### config.mk
export PLATFORM = sky130hd
export DESIGN_NAME = revo_encoder_top
export DESIGN_NICKNAME = d
export VERILOG_FILES = /design/src/revo_pkg.sv /design/src/revo_encoder_top.sv /design/src/revo_line_encoder.sv /design/src/revo_line_monitor.sv /design/src/revo_qualifier.sv
export SDC_FILE = /design/constraint.sdc
export NUM_CORES = 1
export LEC_CHECK = 0
export BUFFER_PORTS_ARGS = -buffer_cell sky130_fd_sc_hd__buf_2
export CORE_ASPECT_RATIO = 2
export CORE_MARGIN = 2
export CORE_UTILIZATION = 51
export DETAILED_ROUTE_END_ITERATION = 6
export GPL_TIMING_DRIVEN = 1
export PLACE_DENSITY = 0.7
export SYNTH_ARGS = -nofsm -noshare
export SYNTH_HDL_FRONTEND = slang
export SYNTH_SLANG_ARGS = --single-unit
### constraint.sdc
create_clock -name clock254 -period 2.7 [get_ports clock254]
set_input_delay 0.405 -clock clock254 [delete_from_list [all_inputs] [get_ports clock254]]
set_output_delay 0.405 -clock clock254 [all_outputs]
set_load 0.03 [all_outputs]
### src/revo_pkg.sv
`default_nettype none

package revo_pkg;

	// raw revolution input history, split into an older and a newer half
	localparam int history_width = 16;
	localparam int quiet_samples = 8;
	localparam int older_width = history_width - quiet_samples;

	// startup hold, stands in for the pll lock wait
	localparam int hold_cycles = 1024;
	localparam int hold_width = $clog2(hold_cycles);
	localparam logic [hold_width-1:0] hold_last = hold_width'(hold_cycles - 1);

	// revolution and period counters
	localparam int count_width = 16;

	// status led positions
	localparam int led_count = 8;
	localparam int led_not_ready = 7;
	localparam int led_marker = 4;
	localparam int led_revo_lsb = 2;
	localparam int led_ready = 0;

	typedef enum logic {
		st_hold,
		st_run
	} encoder_state_t;

	typedef enum logic {
		st_wait_first,
		st_measure
	} monitor_state_t;

	// reference clock line and the line carrying the marker
	typedef struct packed {
		logic ref_line;
		logic marked_line;
	} revo_lines_t;

	typedef struct packed {
		logic ready;
		logic marker;
		logic [count_width-1:0] revolutions;
		logic [count_width-1:0] last_period;
	} revo_status_t;

endpackage

`default_nettype wire

### src/revo_encoder_top.sv
`timescale 1ns/1ps
`default_nettype none

module revo_encoder_top (
	input logic clock254,
	input logic reset,
	input logic raw_revo,
	output revo_pkg::revo_lines_t lines,
	output revo_pkg::revo_status_t status,
	output logic [7:0] leds
);

	logic marker;
	logic ready;

	// glitch and spacing filter on the raw input
	revo_qualifier revo_qualifier_inst (
		.clock254(clock254),
		.reset(reset),
		.raw_revo(raw_revo),
		.marker(marker)
	);

	revo_line_encoder revo_line_encoder_inst (
		.clock254(clock254),
		.reset(reset),
		.marker(marker),
		.lines(lines),
		.ready(ready)
	);

	// local copy of what the far end recovers
	revo_line_monitor revo_line_monitor_inst (
		.clock254(clock254),
		.reset(reset),
		.lines(lines),
		.ready(ready),
		.status(status),
		.leds(leds)
	);

endmodule

`default_nettype wire

### src/revo_line_encoder.sv
`timescale 1ns/1ps
`default_nettype none

module revo_line_encoder (
	input logic clock254,
	input logic reset,
	input logic marker,
	output revo_pkg::revo_lines_t lines,
	output logic ready
);

	revo_pkg::encoder_state_t state;
	logic [revo_pkg::hold_width-1:0] hold_count;
	logic armed;
	logic line_marker;

	// hold after reset, then run for good
	always_ff @(posedge clock254) begin
		if (reset) begin
			state <= revo_pkg::st_hold;
			hold_count <= '0;
			ready <= 1'b0;
		end else begin
			case (state)
				revo_pkg::st_hold: begin
					hold_count <= hold_count + 1'b1;
					if (hold_count == revo_pkg::hold_last) begin
						state <= revo_pkg::st_run;
						ready <= 1'b1;
					end
				end
				revo_pkg::st_run: begin
					ready <= 1'b1;
				end
				default: begin
					state <= revo_pkg::st_hold;
					ready <= 1'b0;
				end
			endcase
		end
	end

	// a marker still high when the hold ends is not put on the line,
	// the encoder waits for it to drop first
	always_ff @(posedge clock254) begin
		if (reset) begin
			armed <= 1'b0;
		end else if (state == revo_pkg::st_run) begin
			if (!marker) begin
				armed <= 1'b1;
			end
		end else begin
			armed <= ~marker;
		end
	end

	assign line_marker = marker & armed;

	// ref line is the 127 MHz line clock as a toggle.
	// marked line skips one toggle when the marker rises and one when it
	// falls, so ref ^ marked equals the marker one edge later
	always_ff @(posedge clock254) begin
		if (reset) begin
			lines.ref_line <= 1'b0;
			lines.marked_line <= 1'b0;
		end else if (state == revo_pkg::st_run) begin
			lines.ref_line <= ~lines.ref_line;
			lines.marked_line <= ~lines.ref_line ^ line_marker;
		end else begin
			// lines quiet during the hold
			lines.ref_line <= 1'b0;
			lines.marked_line <= 1'b0;
		end
	end

endmodule

`default_nettype wire

### src/revo_line_monitor.sv
`timescale 1ns/1ps
`default_nettype none

module revo_line_monitor (
	input logic clock254,
	input logic reset,
	input revo_pkg::revo_lines_t lines,
	input logic ready,
	output revo_pkg::revo_status_t status,
	output logic [7:0] leds
);

	revo_pkg::monitor_state_t state;
	logic recovered;
	logic recovered_d;
	logic rise;
	logic [revo_pkg::count_width-1:0] period_count;
	logic [revo_pkg::count_width-1:0] revolutions;
	logic [revo_pkg::count_width-1:0] last_period;

	// receiver side: marker is the xor of the pair
	always_ff @(posedge clock254) begin
		if (reset) begin
			recovered <= 1'b0;
			recovered_d <= 1'b0;
		end else begin
			recovered <= lines.ref_line ^ lines.marked_line;
			recovered_d <= recovered;
		end
	end

	assign rise = recovered & ~recovered_d;

	// restarts at 1 on each marker so the next capture is the edge distance
	always_ff @(posedge clock254) begin
		if (reset) begin
			period_count <= '0;
		end else if (rise) begin
			period_count <= 1;
		end else begin
			period_count <= period_count + 1'b1;
		end
	end

	always_ff @(posedge clock254) begin
		if (reset) begin
			revolutions <= '0;
		end else if (rise) begin
			revolutions <= revolutions + 1'b1;
		end
	end

	// first marker only starts the period measurement
	always_ff @(posedge clock254) begin
		if (reset) begin
			state <= revo_pkg::st_wait_first;
			last_period <= '0;
		end else begin
			case (state)
				revo_pkg::st_wait_first: begin
					if (rise) begin
						state <= revo_pkg::st_measure;
					end
				end
				revo_pkg::st_measure: begin
					if (rise) begin
						last_period <= period_count;
					end
				end
				default: begin
					state <= revo_pkg::st_wait_first;
				end
			endcase
		end
	end

	always_comb begin
		status.ready = ready;
		status.marker = recovered;
		status.revolutions = revolutions;
		status.last_period = last_period;
	end

	// front panel, unused positions stay dark
	always_ff @(posedge clock254) begin
		if (reset) begin
			leds <= '0;
		end else begin
			leds <= '0;
			leds[revo_pkg::led_not_ready] <= ~ready;
			leds[revo_pkg::led_marker] <= recovered;
			leds[revo_pkg::led_revo_lsb] <= revolutions[0];
			leds[revo_pkg::led_ready] <= ready;
		end
	end

endmodule

`default_nettype wire

### src/revo_qualifier.sv
`timescale 1ns/1ps
`default_nettype none

module revo_qualifier (
	input logic clock254,
	input logic reset,
	input logic raw_revo,
	output logic marker
);

	logic [revo_pkg::history_width-1:0] history;
	logic [revo_pkg::older_width-1:0] older;
	logic [revo_pkg::quiet_samples-1:0] newer;
	logic older_quiet;
	logic newer_active;

	// newest sample enters at bit 0
	always_ff @(posedge clock254) begin
		if (reset) begin
			history <= '0;
		end else begin
			history <= {history[revo_pkg::history_width-2:0], raw_revo};
		end
	end

	// both halves registered, then compared one cycle later
	always_ff @(posedge clock254) begin
		if (reset) begin
			older <= '0;
			newer <= '0;
		end else begin
			older <= history[revo_pkg::history_width-1:revo_pkg::quiet_samples];
			newer <= history[revo_pkg::quiet_samples-1:0];
		end
	end

	assign older_quiet = (older == '0);
	assign newer_active = (newer != '0);

	// high while the edge walks through the newer half, so exactly
	// quiet_samples cycles whatever the pulse length
	always_ff @(posedge clock254) begin
		if (reset) begin
			marker <= 1'b0;
		end else begin
			marker <= older_quiet & newer_active;
		end
	end

endmodule

`default_nettype wire

==> metrics.md <==
| Metric | Value |
|---|---|
| Post-CTS Hold Buffers | `0` |
| Diodes inserted | `0` |
| Worst-Margin Slew | `roughly 0.57 ns` |
| Reg area | `around 1700 sq um` |
| Met1 usage | `approximately a fifth` |
| Total GRT Usage | `between 10% and 20%` |
| Number of global-route vias before repair | `2374` |
| Worst VDD drop | `between 0.5 and 0.6 mV` |
| Setup TNS | `0 ns` |
| Inserted Clock Buffers | `9` |
| Gr busiest metal | `met2` |
| YS warnings | `0` |
| Met2 track demand over resource | `31.8%` |
| Gate Count Post-Synth | `363` |
| DRC Markers | `0` |
| Post-Synth XOR/XNOR Area | `under 10%` |
| Synth top area share | `52.3%` |
| Largest area contributor in the netlist | `dfxtp_1` |
| CTS resizes | `0` |
| Dpl hpwl | `around 4.3 mm` |
| RSZ-0062 raised after global routing | `false` |
| Clock skew after layout | `roughly 0.0026 ns` |
| Final Critical Period | `roughly 1.6 ns` |
| Die area | `between 7000 and 8000 sq um` |
| Worst hold-check path type | `in -> reg` |
| Number of cells in the finished layout apart from fillers | `between 400 and 500` |
| Crit path capture type | `flip-flop` |
| Clk root buf | `clkbuf_16` |
| Area Overhead vs Synth | `17.8%` |
| WL final | `roughly 6.2 mm` |
| Global placer's final weighted congestion | `~0.77` |
| Placed Cells incl. Taps | `475` |
| Synth Area in Simple Gates | `about a quarter` |
| Vias | `around 2400` |
| Most used flip-flop cell after synthesis | `dfxtp_1` |
| Avg Vias per Cell | `about 5.0` |
| I/O pins | `between 40 and 50` |
| Worst setup margin | `roughly 1.1 ns` |
| Largest family of logic cells by synthesized area | `simple AND/OR/NAND/NOR gates` |
| Final nets | `between 400 and 500` |
| Syn avg cell area | `approximately 9.2 sq um` |
| Critical path fanouts, max | `6` |
| Final slew viol count | `0` |
| Number of setup buffers added after CTS | `0` |
| Post-synth ARST share | `0%` |
| R2R Setup Slk | `about 1.1 ns` |
| Final Cycle Share | `slightly below 60%` |
| Hold Path Cell Cnt | `2` |
| Number of port buffers | `between 40 and 50` |
| Final setup viols | `0` |
| Largest cells by area after synthesis | `dfxtp_1 52%, xnor2_1 6.3%, nor2_1 5.6%` |
| Initial core utilization | `52.8%` |
| CP required | `2.92 ns` |
| Status | `completed` |
| Worst relative slew slack | `approximately 62%` |
| 1st-pass router iterations | `4` |
| Post-synthesis mux area share | `less than 1%` |
| Fillers | `561` |
| DRT iter0 DRCs | `between 80 and 90` |
| Min-delay src | `raw_revo` |
| First-pass GRT wire length | `about 10 mm` |
| Hold EP | `revo_qualifier_inst.history[0]$_SDFF_PP0_` |
| Remaining global-route overflow | `0` |
| Yosys cell types | `39` |
| Cell Rows | `41` |
| PD cells | `~730 nW/um^2` |
| Die Height | `118 um` |
| Core Area | `6310 sq um` |
| Pre-CTS setup slack | `1.15 ns` |
| Clk slew on worst S/H paths | `about 0.06 ns` |
| Synthesized-area fraction occupied by adder cells | `between 1 and 1.5%` |
| Reg2reg path depth | `5` |
| WS Path Type | `reg -> reg` |
| Routed wire per std cell | `roughly 13 um` |
| Final Hold Viols | `0` |
| H-tree levels | `3` |
| EDFF count, synth | `0` |
| Die outline width | `a little over 60 um` |
| Multi-input gate area | `between 1000 and 1500 sq um` |
| Max cap viols | `0` |
| RR Startpoint | `revo_line_monitor_inst.revolutions[0]$_SDFFE_PP0P_` |
| Sink Count | `between 80 and 90` |
| Leak | `1.51 nW` |
| Max frequency | `637 MHz` |
| CTS max path bufs | `2` |
| Register bit total from synthesis | `87` |
| Most frequent cells in the layout | `87 x dfxtp_1, 50 x nor2_1, 42 x buf_2` |
| CTS tree | `yes` |
| Leading cell type in the layout, fill and taps excluded | `dfxtp_1` |
| Largest net degree at the start of global routing | `38` |
| Sequential fraction of the synthesis area | `a little over half` |
| Fraction of layout cells with a size suffix above 1 | `18.3%` |
| Compound-Gate Fraction of Synth Area | `approximately 5.5%` |
| Clock Latency Late Sink | `0.34 ns` |
| ANT nets after route | `0` |
| Met3 Use GR | `5.80%` |
| Synth Cell Area | `between 3000 and 4000 sq um` |
| RR Endpoint | `revo_line_monitor_inst.revolutions[12]$_SDFFE_PP0P_` |
| Initial antenna violation count | `0` |
| Crit path DAT | `about 1.8 ns` |
| Crit path launch type | `flip-flop` |
==> registers in the layout, summed over array words and instances, names as in the netlist <==
| register | cells |
|---|---|
| revo_qualifier_inst.history | 15 |
| revo_line_encoder_inst.armed | 1 |
| revo_line_encoder_inst.hold_count | 10 |
| revo_line_monitor_inst.revolutions | 16 |
| revo_line_encoder_inst.ready | 1 |
| revo_line_monitor_inst.recovered | 1 |
| revo_line_monitor_inst.period_count | 16 |
| revo_qualifier_inst.marker | 1 |
| revo_line_monitor_inst.leds | 4 |
| revo_line_encoder_inst.lines | 2 |
| revo_qualifier_inst.older | 2 |
| revo_line_monitor_inst.last_period | 16 |
| revo_line_encoder_inst.state | 1 |
| revo_line_monitor_inst.state | 1 |
==> cells in the mapped netlist (3+ instances only) <==
cell type,instances
nor4_1,6
a21oi_1,24
buf_1,3
ha_1,3
nor4_2,3
nor2b_1,22
xnor2_1,24
nor3_1,12
inv_1,10
buf_2,4
nand3_1,10
xor2_1,9
nand4_1,7
clkbuf_1,5
dfxtp_1,87
nand2_1,41
nor2_1,50
nand3_2,3
buf_4,9
==> where the power goes <==
part           total (mW)  internal (mW)  switching [mW]
clock                1.50           1.00           0.501
sequential           1.31           1.30          0.0110
combinational      0.0585         0.0179          0.0406
total                2.87           2.31           0.552
==> kinds of logic after synthesis <==
logic type | Yosys count
compound gates | 32
xor+xnor | 33
other cells | 1
mux | 3
buf+inv | 32
simple gates | 172
fa+ha+maj | 3
flops | 87
==> final cells by class <==
type | instances | area share [%]
Clock inverter | 7 | 3.70
Sequential cell | 87 | 44.4
Multi-Input combinational cell | 247 | 36.5
Inverter | 10 | 0.957
Clock buffer | 9 | 5.74
Timing Repair Buffer | 45 | 5.93
Tap cell | 86 | 2.74
==> worst max-delay path, cell delays in order, from the launching register on <==
cell and delay [ns]:
dfxtp_1 0.46, ha_1 0.23, nand3b_1 0.21, nor4_1 0.35, xnor2_1 0.16, nor2_1 0.05
==> routing by layer <==
layer	share of wire, %	vias up
met5	0	-
met4	2.1	0
met3	4.0	8
met2	54	42
met1	40	1132
li1	-	1261
==> worst max-delay path by stage <==
stage / startpoint / endpoint / depth (start not counted)
2_1_floorplan: revo_line_monitor_inst.revolutions[0]$_SDFFE_PP0P_ / revo_line_monitor_inst.revolutions[12]$_SDFFE_PP0P_ / 5
3_3_place_gp: revo_line_monitor_inst.revolutions[0]$_SDFFE_PP0P_ / revo_line_monitor_inst.revolutions[12]$_SDFFE_PP0P_ / 5
5_1_grt: revo_line_monitor_inst.recovered$_SDFF_PP0_ / revo_line_monitor_inst.last_period[4]$_SDFFE_PP0P_ / 4
4_1_cts: revo_line_monitor_inst.revolutions[0]$_SDFFE_PP0P_ / revo_line_monitor_inst.revolutions[12]$_SDFFE_PP0P_ / 5
6_report: revo_line_monitor_inst.revolutions[0]$_SDFFE_PP0P_ / revo_line_monitor_inst.revolutions[12]$_SDFFE_PP0P_ / 5
3_5_place_dp: revo_line_monitor_inst.revolutions[0]$_SDFFE_PP0P_ / revo_line_monitor_inst.revolutions[12]$_SDFFE_PP0P_ / 5
==> through the flow <==
stage | instance area (sq um) | power, mW | utilization, % | hold WS (ns)
after floorplan | 3340 | 1.39 | - | 0.408
after global placement | 3550 | 1.39 | 56.3 | 0.413
final | 3920 | 2.87 | 62.2 | 0.282
after detailed placement | 3550 | 1.40 | 56.3 | 0.411
after global routing | 3920 | 2.94 | 62.2 | 0.296
after CTS | 3920 | 2.89 | 62.2 | 0.276
Power figures use the tool's default switching activity.
